[config.mk]
export PLATFORM = sky130hd
export DESIGN_NAME = fsqrt_top
export DESIGN_NICKNAME = d
export VERILOG_FILES = /design/src/hw/fp_format_pkg.sv /design/src/hw/sqrt_recur_pkg.sv /design/src/hw/exp_path.sv /design/src/hw/fsqrt_top.sv /design/src/hw/pipe_delay.sv /design/src/hw/result_pack.sv /design/src/hw/root_path.sv /design/src/hw/root_stage.sv
export VERILOG_INCLUDE_DIRS = /design/src /design/src/hw
export SDC_FILE = /design/constraint.sdc
export NUM_CORES = 1
export LEC_CHECK = 0
export ABC_AREA = 1
export BUFFER_PORTS_ARGS = -buffer_cell sky130_fd_sc_hd__buf_4
export CAP_MARGIN = 20
export CORE_UTILIZATION = 48
export DETAILED_ROUTE_END_ITERATION = 16
export PLACE_DENSITY_LB_ADDON = 0.1
export SYNTH_ARGS = -nofsm -noshare
export SYNTH_HDL_FRONTEND = slang
export SYNTH_SLANG_ARGS = --single-unit
export TNS_END_PERCENT = 1
[constraint.sdc]
create_clock -name clk -period 11.53 [get_ports clk]
set_input_delay 1.153 -clock clk [delete_from_list [all_inputs] [get_ports clk]]
set_output_delay 1.153 -clock clk [all_outputs]
set_load 0.005 [all_outputs]
[src/hw/fsqrt_consts.svh]
`ifndef FSQRT_CONSTS_SVH
`define FSQRT_CONSTS_SVH

// Single-precision word layout
`define FSQRT_WORD_W          32
`define FSQRT_EXP_W           8
`define FSQRT_FRAC_W          23
`define FSQRT_EXP_BIAS        127

// Root recurrence
`define FSQRT_ROOT_W          24    // Includes hidden one
`define FSQRT_BITS_PER_STAGE  2
`define FSQRT_STAGES          12

// Root stages plus the output register from input strobe to output pulse
`define FSQRT_LATENCY         13

`endif

[src/hw/fp_format_pkg.sv]
`default_nettype none

`include "fsqrt_consts.svh"

package fp_format_pkg;

    // Raw IEEE-754 single word with the sign at the top
    typedef logic [`FSQRT_WORD_W-1:0] float_word_t;

    typedef logic [`FSQRT_EXP_W-1:0]  exp_field_t;   // Biased exponent
    typedef logic [`FSQRT_FRAC_W-1:0] frac_field_t;  // Stored fraction without hidden bit

endpackage

`default_nettype wire

[src/hw/sqrt_recur_pkg.sv]
`default_nettype none

`include "fsqrt_consts.svh"

package sqrt_recur_pkg;

    // Root under construction with the hidden bit at the top
    typedef logic [`FSQRT_ROOT_W-1:0] root_t;

    // Partial remainder needs two bits above the root width
    typedef logic signed [`FSQRT_ROOT_W+1:0] rem_t;

    // Aligned radicand consumed two bits at a time from the top
    typedef logic [2*`FSQRT_ROOT_W-1:0] rad_bits_t;

endpackage

`default_nettype wire
[src/hw/exp_path.sv]
`timescale 1ns/1ns
`default_nettype none

`include "fsqrt_consts.svh"

module exp_path
    import fp_format_pkg::*;
(
    input  wire              clk,
    input  wire              rst_n,
    input  wire float_word_t radicand,
    output exp_field_t       exp_out
);

    localparam logic [`FSQRT_EXP_W:0] BIAS = `FSQRT_EXP_BIAS;

    exp_field_t             exp_f;
    logic [`FSQRT_EXP_W:0]  exp_sum;   // One spare bit for the carry
    exp_field_t             exp_half;

    assign exp_f = radicand[`FSQRT_WORD_W-2 -: `FSQRT_EXP_W];

    // (e + bias) / 2 covers both odd and even true exponents
    assign exp_sum  = {1'b0, exp_f} + BIAS;
    assign exp_half = exp_sum[`FSQRT_EXP_W:1];

    pipe_delay #(
        .payload_t (exp_field_t),
        .DEPTH     (`FSQRT_STAGES)
    ) exp_dly_i (
        .clk   (clk),
        .rst_n (rst_n),
        .din   (exp_half),
        .dout  (exp_out)
    );

endmodule

`default_nettype wire

[src/hw/fsqrt_top.sv]
`timescale 1ns/1ns
`default_nettype none

`include "fsqrt_consts.svh"

module fsqrt_top
    import fp_format_pkg::*;
    import sqrt_recur_pkg::*;
(
    input  wire              clk,
    input  wire              rst_n,
    input  wire              in_valid,
    input  wire float_word_t radicand,
    output logic             out_valid,
    output float_word_t      result
);

    exp_field_t exp_out;
    root_t      root;
    logic       stage_valid;

    exp_path exp_path_i (
        .clk      (clk),
        .rst_n    (rst_n),
        .radicand (radicand),
        .exp_out  (exp_out)
    );

    root_path root_path_i (
        .clk      (clk),
        .rst_n    (rst_n),
        .radicand (radicand),
        .root     (root)
    );

    // Valid travels alongside the root stages
    pipe_delay #(
        .payload_t (logic),
        .DEPTH     (`FSQRT_STAGES)
    ) valid_dly_i (
        .clk   (clk),
        .rst_n (rst_n),
        .din   (in_valid),
        .dout  (stage_valid)
    );

    result_pack result_pack_i (
        .clk         (clk),
        .rst_n       (rst_n),
        .stage_valid (stage_valid),
        .exp_in      (exp_out),
        .root        (root),
        .out_valid   (out_valid),
        .result      (result)
    );

endmodule

`default_nettype wire

[src/hw/pipe_delay.sv]
`timescale 1ns/1ns
`default_nettype none

module pipe_delay #(
    parameter type payload_t = logic,
    parameter int  DEPTH     = 1
) (
    input  wire           clk,
    input  wire           rst_n,
    input  wire payload_t din,
    output payload_t      dout
);

    payload_t taps [DEPTH];

    always_ff @(posedge clk or negedge rst_n) begin
        if (!rst_n) begin
            for (int i = 0; i < DEPTH; i++) begin
                taps[i] <= '0;
            end
        end else begin
            taps[0] <= din;
            for (int i = 1; i < DEPTH; i++) begin
                taps[i] <= taps[i-1];
            end
        end
    end

    assign dout = taps[DEPTH-1];

endmodule

`default_nettype wire

[src/hw/result_pack.sv]
`timescale 1ns/1ns
`default_nettype none

`include "fsqrt_consts.svh"

module result_pack
    import fp_format_pkg::*;
    import sqrt_recur_pkg::*;
(
    input  wire             clk,
    input  wire             rst_n,
    input  wire             stage_valid,
    input  wire exp_field_t exp_in,
    input  wire root_t      root,
    output logic            out_valid,
    output float_word_t     result
);

    frac_field_t frac_w;

    assign frac_w = root[`FSQRT_FRAC_W-1:0];   // Hidden one dropped

    always_ff @(posedge clk or negedge rst_n) begin
        if (!rst_n) begin
            out_valid <= 1'b0;
            result    <= '0;
        end else begin
            out_valid <= stage_valid;
            result    <= {1'b0, exp_in, frac_w};   // Root is never negative
        end
    end

endmodule

`default_nettype wire

[src/hw/root_path.sv]
`timescale 1ns/1ns
`default_nettype none

`include "fsqrt_consts.svh"

module root_path
    import fp_format_pkg::*;
    import sqrt_recur_pkg::*;
(
    input  wire              clk,
    input  wire              rst_n,
    input  wire float_word_t radicand,
    output root_t            root
);

    exp_field_t  exp_f;
    frac_field_t frac_f;
    root_t       mant;
    rad_bits_t   rad_aligned;

    // Chain taps with index 0 feeding stage 0
    rem_t      rem_q  [`FSQRT_STAGES+1];
    root_t     root_q [`FSQRT_STAGES+1];
    rad_bits_t rad_q  [`FSQRT_STAGES+1];

    assign {exp_f, frac_f} = radicand[`FSQRT_WORD_W-2:0];
    assign mant = {1'b1, frac_f};

    // Odd biased field means even true exponent, so one less shift
    assign rad_aligned = exp_f[0] ? rad_bits_t'(mant) << (`FSQRT_ROOT_W - 1)
                                  : rad_bits_t'(mant) << `FSQRT_ROOT_W;

    assign rem_q[0]  = '0;
    assign root_q[0] = '0;
    assign rad_q[0]  = rad_aligned;

    for (genvar s = 0; s < `FSQRT_STAGES; s++) begin : g_stage
        root_stage #(
            .STAGE (s)
        ) stage_i (
            .clk      (clk),
            .rst_n    (rst_n),
            .rem_in   (rem_q[s]),
            .root_in  (root_q[s]),
            .rad_in   (rad_q[s]),
            .rem_out  (rem_q[s+1]),
            .root_out (root_q[s+1]),
            .rad_out  (rad_q[s+1])
        );
    end

    assign root = root_q[`FSQRT_STAGES];

endmodule

`default_nettype wire

[src/hw/root_stage.sv]
`timescale 1ns/1ns
`default_nettype none

`include "fsqrt_consts.svh"

module root_stage
    import sqrt_recur_pkg::*;
#(
    parameter int STAGE = 0
) (
    input  wire            clk,
    input  wire            rst_n,
    input  wire rem_t      rem_in,
    input  wire root_t     root_in,
    input  wire rad_bits_t rad_in,
    output rem_t           rem_out,
    output root_t          root_out,
    output rad_bits_t      rad_out
);

    // Highest root bit this stage decides
    localparam int HI    = `FSQRT_ROOT_W - 1 - `FSQRT_BITS_PER_STAGE * STAGE;
    localparam int REM_W = $bits(rem_t);
    localparam int RAD_W = $bits(rad_bits_t);

    rem_t      rem_c;
    rem_t      shl_c;
    root_t     root_c;
    root_t     q_c;
    rad_bits_t rad_c;

    always_comb begin
        rem_c  = rem_in;
        root_c = root_in;
        rad_c  = rad_in;
        for (int k = 0; k < `FSQRT_BITS_PER_STAGE; k++) begin
            q_c   = root_c >> (HI - k + 1);   // Right-aligned bits decided so far
            shl_c = {rem_c[REM_W-3:0], rad_c[RAD_W-1 -: 2]};
            // Negative remainder adds 4q+3, otherwise subtracts 4q+1
            if (rem_c[REM_W-1]) begin
                rem_c = shl_c + {q_c, 2'b11};
            end else begin
                rem_c = shl_c - {q_c, 2'b01};
            end
            root_c[HI - k] = ~rem_c[REM_W-1];
            rad_c          = rad_c << 2;
        end
    end

    always_ff @(posedge clk or negedge rst_n) begin
        if (!rst_n) begin
            rem_out  <= '0;
            root_out <= '0;
            rad_out  <= '0;
        end else begin
            rem_out  <= rem_c;
            root_out <= root_c;
            rad_out  <= rad_c;
        end
    end

endmodule

`default_nettype wire

==> flow_metrics.tcl, run 1 <==
set metrics [dict create \
    crit_path_max_incr_delay_ns 0.93 \
    ctsHoldBuffers 0 \
    synth_async_sr_flop_share 1.00 \
    clockBufferDepth 3 \
    synthCells 5134 \
    grt_use_total 0.213 \
    criticalPathCategory "reg2reg" \
    cts_inserted_buffers 70 \
    crit_path_frequent_cell "nand2_1" \
    wire_per_inst_um 14.6 \
    synth-compound-area-share 0.104 \
    top_level_ports 68 \
    synth.distinct_cells 62 \
    crit_family "compound AO/OA/AOI/OAI gates" \
    grt_pass1_vias 31427 \
    dr.pass1.iters 5 \
    ys_warn_count 0 \
    ys_seq_elements 603 \
    syn-cell-area_mm2 0.0421 \
    cp.buffers_inverters 3 \
    cts_root_buf "clkbuf_16" \
    ys_seq_area_frac 0.358 \
    place.gp.congestion 0.881 \
    grt_setup_unrepaired "no" \
    setup_tns_ns 0 \
    htree_levels 3 \
    tritoncts "built" \
    synth_top_family_by_area "simple AND/OR/NAND/NOR gates" \
    grt-ovfl-total 0 \
    skew_ns 0.0266 \
    place_hpwl_um 75600 \
    grt_pass1_wl_um 157000 \
    syn_area_per_cell_um2 8.20 \
    synth_ff_type "dfrtp_1" \
    drc_errors 0 \
    clk_transition_reported_paths_ns 0.06 \
    viasPerCell 5.11 \
    drive_gt1_frac 0.0673 \
    synth_edf_count 0 \
    synth-xor-area-share 0.133 \
    die_y_um 298 \
    die_w_um 298 \
    fin_nets 5712 \
    critPathSlowestCell "dfrtp_1" \
    report.final.slew_viol_count 0 \
    critical_path.endpoint_type "flip-flop" \
    rows 108 \
    holdCritPathClass "reg2reg" \
    antenna_found_initial 2 \
    drt_iter0_markers 1872 \
    cp-start-kind "flip-flop" \
    cp_max_fo 18 \
    ant_nets 0 \
    yosys.area_share.simple 0.216 \
    slew_headroom 0.353 \
    cts-resized-gates 0 \
    status "finished clean" \
    cp.required_ns 12.01 \
    synthMuxAreaShare 0 \
    grt_max_degree 167 \
    final.period_utilization 0.513 \
    synth-adder-area-share 0.133 \
    final_hold_viol_count 0 \
    cp_data_arrival_time_ns 6.40 \
    clock_latency_ns 0.61 \
    syn2layout_area_growth_pct 10.2 \
    min_period_ns 5.92 \
    cts.sinks 603 \
    dieArea_mm2 0.0889 \
    drv_cap 0 \
    num_vias 32929 \
    max_freq_ghz 0.169 \
    fp.coreArea_mm2 0.0869 \
    start_util 0.485 \
    cts_setup_buffers 0 \
    wirelength_um 93800 \
    finalSetupViolations 0 \
    io_buffers 65 \
    tightest_slew_ns 0.969 \
]
[layer usage]
| layer | GRT usage | share of wire |
|---|---|---|
| met1 | 0.313 | 0.51 |
| met2 | 0.335 | 0.43 |
| met3 | 0.0266 | 0.036 |
| met5 | 0 | 0 |
| met4 | 0.0431 | 0.017 |
[registers in the layout (all words and copies together) (netlist names)]
register	flops
root_path_i.g_stage.stage_i.rem_out	242
root_path_i.g_stage.stage_i.root_out	155
exp_path_i.exp_dly_i.taps	88
root_path_i.g_stage.stage_i.rad_out	66
result_pack_i.result	31
valid_dly_i.taps	11
exp_path_i.exp_dly_i.dout	8
result_pack_i.out_valid	1
valid_dly_i.dout	1
[worst reg2reg max path, delay by kind of cell (launching register included)]
kind                       cells  cell delay, ns
DFF                            1            0.93
adders and majority gates      2            0.89
buffers and inverters          3            0.80
and+or+nand+nor               13            1.34
AOI/OAI and AO/OA              8            1.86
[layout by cell type (no fill, tap or decap), drive strengths merged, types with 34 or more instances in the layout]
master	netlist	final
nor2	319	319
nand2	1346	1346
o21ai	177	177
dfrtp	603	603
nand4	51	51
nand3	263	263
nor3	57	57
clkbuf	14	96
a21oi	407	407
ha	429	429
xnor2	253	253
buf	34	77
inv	544	549
xor2	382	382
o21bai	34	34
nand3b	38	38
[through the flow]
step	util	hold slack [ns]	area (um^2)	setup slack, ns	instances
final	0.534	0.341	46400	5.61	6445
after global routing	0.534	0.346	46400	4.99	6444
after CTS	0.534	0.340	46400	5.58	6443
after detailed placement	0.505	0.335	43900	5.63	6318
after global placement	0.505	0.332	43900	5.61	6317
after floorplan	-	0.331	42100	6.20	5135
[cell type report]
class | count | area, um^2
sequential | 603 | 15100
multi-input combinational | 3939 | 24700
inverter | 545 | 2050
fill | 8278 | 40500
clock buffer | 96 | 2060
antenna | 1 | 2.50
clock inverter | 29 | 427
tap | 1155 | 1450
timing repair buffer | 77 | 651
[path summary, 6_finish.rpt]
kind                            cells past startpoint                                           end  slack, ns                                          from
worst max-delay path                               26    root_path_i.g_stage[8].stage_i.rem_out[23]       5.61    root_path_i.g_stage[7].stage_i.rem_out[25]
worst min-delay path                                0                      result_pack_i.result[13]       0.34  root_path_i.g_stage[11].stage_i.root_out[13]
worst max register to register                     26    root_path_i.g_stage[8].stage_i.rem_out[23]       5.61    root_path_i.g_stage[7].stage_i.rem_out[25]
worst min register to register                      0                      result_pack_i.result[13]       0.34  root_path_i.g_stage[11].stage_i.root_out[13]
max in group asynchronous                           3    root_path_i.g_stage[6].stage_i.rem_out[18]       8.90                                         rst_n
min in group asynchronous                           1  root_path_i.g_stage[11].stage_i.root_out[18]       0.57                                         rst_n
[Yosys cell counts (12+ instances only)]
cell	number	area, um^2
nor2_2	21	131
nand2_2	61	382
o21bai_1	33	248
nand3_2	17	170
xor2_1	378	3310
nand4_1	51	319
nand3b_1	36	270
ha_1	429	5370
a21oi_2	13	114
o21ai_0	155	776
o21ai_1	17	85.1
a31oi_1	18	113
buf_2	14	70.1
nand2_1	1271	4770
nor2_1	296	1110
inv_1	534	2000
o31ai_1	17	128
xnor2_1	253	2220
a21boi_0	12	90.1
nor3_1	56	280
a21oi_1	394	1970
a41oi_1	13	114
nand2_4	14	158
nand3_1	243	1220
fa_1	12	240
dfrtp_1	603	15100
a21o_1	24	180
clkbuf_1	14	52.6
[cell families (layout without fill, tap and decap cells)]
kind of cell | after synthesis | count (layout)
and+or+nand+nor | 2099 | 2099
buffers and inverters | 593 | 747
other | 2 | 4
xor gates and xnor gates | 635 | 635
adders and majority gates | 441 | 441
DFF | 603 | 603
AOI/OAI and AO/OA | 761 | 761
Power of run 1 is not shown: default switching activity piles up to over one toggle a cycle in this logic, so the estimate is an artifact.
==> inputs of run 2 (changes only) <==
Settings changed: ABC_AREA 1 to 0.
Clock period 11.53 ns to 5.4 ns, I/O delays scaled along.
==> run 2 against run 1 <==
  * The run now ends with setup timing left
  * Design area up 8.0%
  * Synthesized cell count fell by 25%
  * Utilization is 8.9 points higher
  * Critical endpoint is now root_path_i.g_stage[11].stage_i.root_out[0]
==> flow_metrics.tcl, run 2 <==
set metrics [dict create \
    status "finished with violations" \
    violations "setup timing" \
    crit_path_frequent_cell "a21o_1" \
    clock_latency_ns 0.63 \
    start_util 0.484 \
    cp-start-kind "flip-flop" \
    top_level_ports 68 \
    dr.pass1.iters 5 \
    grt_pass1_vias 29863 \
    crit_path_max_incr_delay_ns 0.46 \
    finalSetupViolations 20 \
    m1WireLength_um 42000 \
    r2r_end "root_path_i.g_stage[11].stage_i.root_out[0]" \
    highest_layer "met4" \
    met2_length_um 41600 \
    grt_setup_unrepaired "yes" \
    cts_inserted_buffers 68 \
    wirelength_um 87800 \
    die_w_um 287 \
    criticalPathCategory "reg2reg" \
    largest_register "root_path_i.g_stage.stage_i.rem_out" \
    tritoncts "built" \
    cts_root_buf "clkbuf_16" \
    r2r_cells 29 \
    holdCritPathClass "in2reg" \
    drive_gt1_frac 0.257 \
    dieArea_mm2 0.0822 \
    crit-reg2reg-launch "root_path_i.g_stage[10].stage_i.rem_out[25]" \
    cp_max_fo 8 \
    critical_path.endpoint_type "flip-flop" \
    htree_levels 3 \
    worst_slack_ns -0.228 \
    antenna_cells 0 \
    critPathSlowestCell "dfrtp_2" \
    cp.required_ns 5.90 \
    syn2layout_area_growth_pct 28.7 \
    synth_async_sr_flop_share 1.00 \
    place_area_mm2 0.0464 \
    drv_cap 0 \
    hold_ws_ns 0.101 \
    endpoint "root_path_i.g_stage[11].stage_i.root_out[0]" \
    antenna_found_initial 2 \
    fin_nets 5176 \
    slew_headroom 0.374 \
    synthTopCellsByCount "dfrtp_1, xnor2_1, ha_1, a21oi_1, nor2_1" \
    synthCells 3847 \
    place_ws_ns -0.595 \
    num_vias 30054 \
    cp-startpoint "root_path_i.g_stage[10].stage_i.rem_out[25]" \
    largest_reg_flops 242 \
    cp.buffers_inverters 4 \
    clk_transition_reported_paths_ns 0.06 \
    wl_met3_um 2570 \
    fp.coreArea_mm2 0.0804 \
    place_hpwl_um 67800 \
    final_common_cell "buf_4" \
    synth_most_common_cell "dfrtp_1" \
    wire_per_inst_um 15.1 \
    rows 104 \
    syn-cell-area_mm2 0.0389 \
    ys_seq_area_frac 0.388 \
    synth.distinct_cells 95 \
    cts.sinks 603 \
    final_hold_viol_count 0 \
    largest_registers "root_path_i.g_stage.stage_i.rem_out x242, root_path_i.g_stage.stage_i.root_out x155, exp_path_i.exp_dly_i.taps x88" \
    reg2reg_slack_ns -0.23 \
    clockBufferDepth 3 \
    report.final.slew_viol_count 0 \
    skew_ns 0.0312 \
    tightest_slew_ns 0.933 \
    grt_use_total 0.216 \
    die_y_um 287 \
    min_period_ns 5.63 \
    ant_nets 0 \
    cp_data_arrival_time_ns 6.13 \
    synth_top_cell_area_share 0.388 \
    max_freq_ghz 0.178 \
    final.period_utilization 1.04 \
    ys_warn_count 0 \
    post-route-util 0.623 \
    io_buffers 65 \
    crit_family "compound AO/OA/AOI/OAI gates" \
    synth_ff_type "dfrtp_1" \
    synth.area.top_cells "dfrtp_1, ha_1, xnor2_1" \
    drc_errors 0 \
    place.gp.congestion 0.856 \
    syn_area_per_cell_um2 10.1 \
    ys_seq_elements 603 \
    drt_iter0_markers 1172 \
    synth_top_area_cell "dfrtp_1" \
    viasPerCell 5.17 \
    grt_max_degree 167 \
    grt_pass1_wl_um 146000 \
    grt-ovfl-total 0 \
    cp_num_cells 29 \
    synth_edf_count 0 \
    final_area_mm2 0.0501 \
    mostFrequentLayoutCells "buf_4, dfrtp_1, xnor2_1" \
]
## run 2: cell types whose count changed after synthesis, moves of 41 or more
| cell | previous run | this run |
|---|---|---|
| a21oi_1 | 394 | 290 |
| xnor2_1 | 253 | 522 |
| xor2_1 | 378 | 179 |
| nand2_2 | 61 | 0 |
| o21a_1 | 10 | 70 |
| nand3_1 | 243 | 66 |
| a21o_1 | 24 | 131 |
| nand2_1 | 1271 | 162 |
| nor2_1 | 296 | 227 |
| nor2b_1 | 0 | 41 |
| inv_1 | 534 | 180 |
## run 2: timing repair
item / CTS / global route
resized for setup: 78 / 129
hold endpoints to repair: 78 / 0
setup buffers: 26 / 22
gates cloned: 0 / 0
pin swaps: 52 / 92
hold buffers: 2 / 0
setup endpoints to repair: 57 / 97
## run 2: area by class of cell
type / instances / area, um^2
tap: 1060 / 1330
sequential: 603 / 15100
timing repair buffer: 856 / 6640
inverter: 182 / 693
clock buffer: 92 / 1900
multi-input combinational: 2989 / 23900
clock inverter: 28 / 507
fill: 6710 / 30300
## run 2: through the flow
step / cells / TNS, ns
finish: 5810 / -2.47
global route: 5810 / -16.35
CTS: 5788 / -3.98
detailed placement: 5640 / -11.04
global placement: 5640 / -9.03
floorplan: 3848 / -10.74
## run 2: cell families after synthesis
family	after synthesis	share of synthesized area
multiplexers	36	0.00994
flip-flops	603	0.388
adder cells (fa/ha/maj)	441	0.144
other	2	0.000193
XOR/XNOR	704	0.159
AND/OR/NAND/NOR	820	0.106
buffers and inverters	256	0.0255
AO/OA/AOI/OAI	985	0.167
## run 2: worst min-delay path by stage
stage / cells after the start / startpoint / endpoint / slack (ns)
finish: 2 / radicand[30] / exp_path_i.exp_dly_i.taps[94] / 0.10
global route: 2 / radicand[30] / exp_path_i.exp_dly_i.taps[94] / 0.09
CTS: 2 / radicand[30] / exp_path_i.exp_dly_i.taps[94] / 0.07
detailed placement: 0 / exp_path_i.exp_dly_i.taps[29] / exp_path_i.exp_dly_i.taps[21] / 0.33
global placement: 0 / root_path_i.g_stage[0].stage_i.rad_out[36] / root_path_i.g_stage[1].stage_i.rad_out[40] / 0.33
floorplan: 0 / rst_n / exp_path_i.exp_dly_i.dout[0] / 0.24
## run 2: metal layers
metal  vias to the layer above  global-route usage
met1                     14251               0.295
met2                       322               0.363
met5                         -                   0
met3                       109              0.0261
met4                         0              0.0552
li1                      15372                   -
Power of run 2 is left out for the same reason.
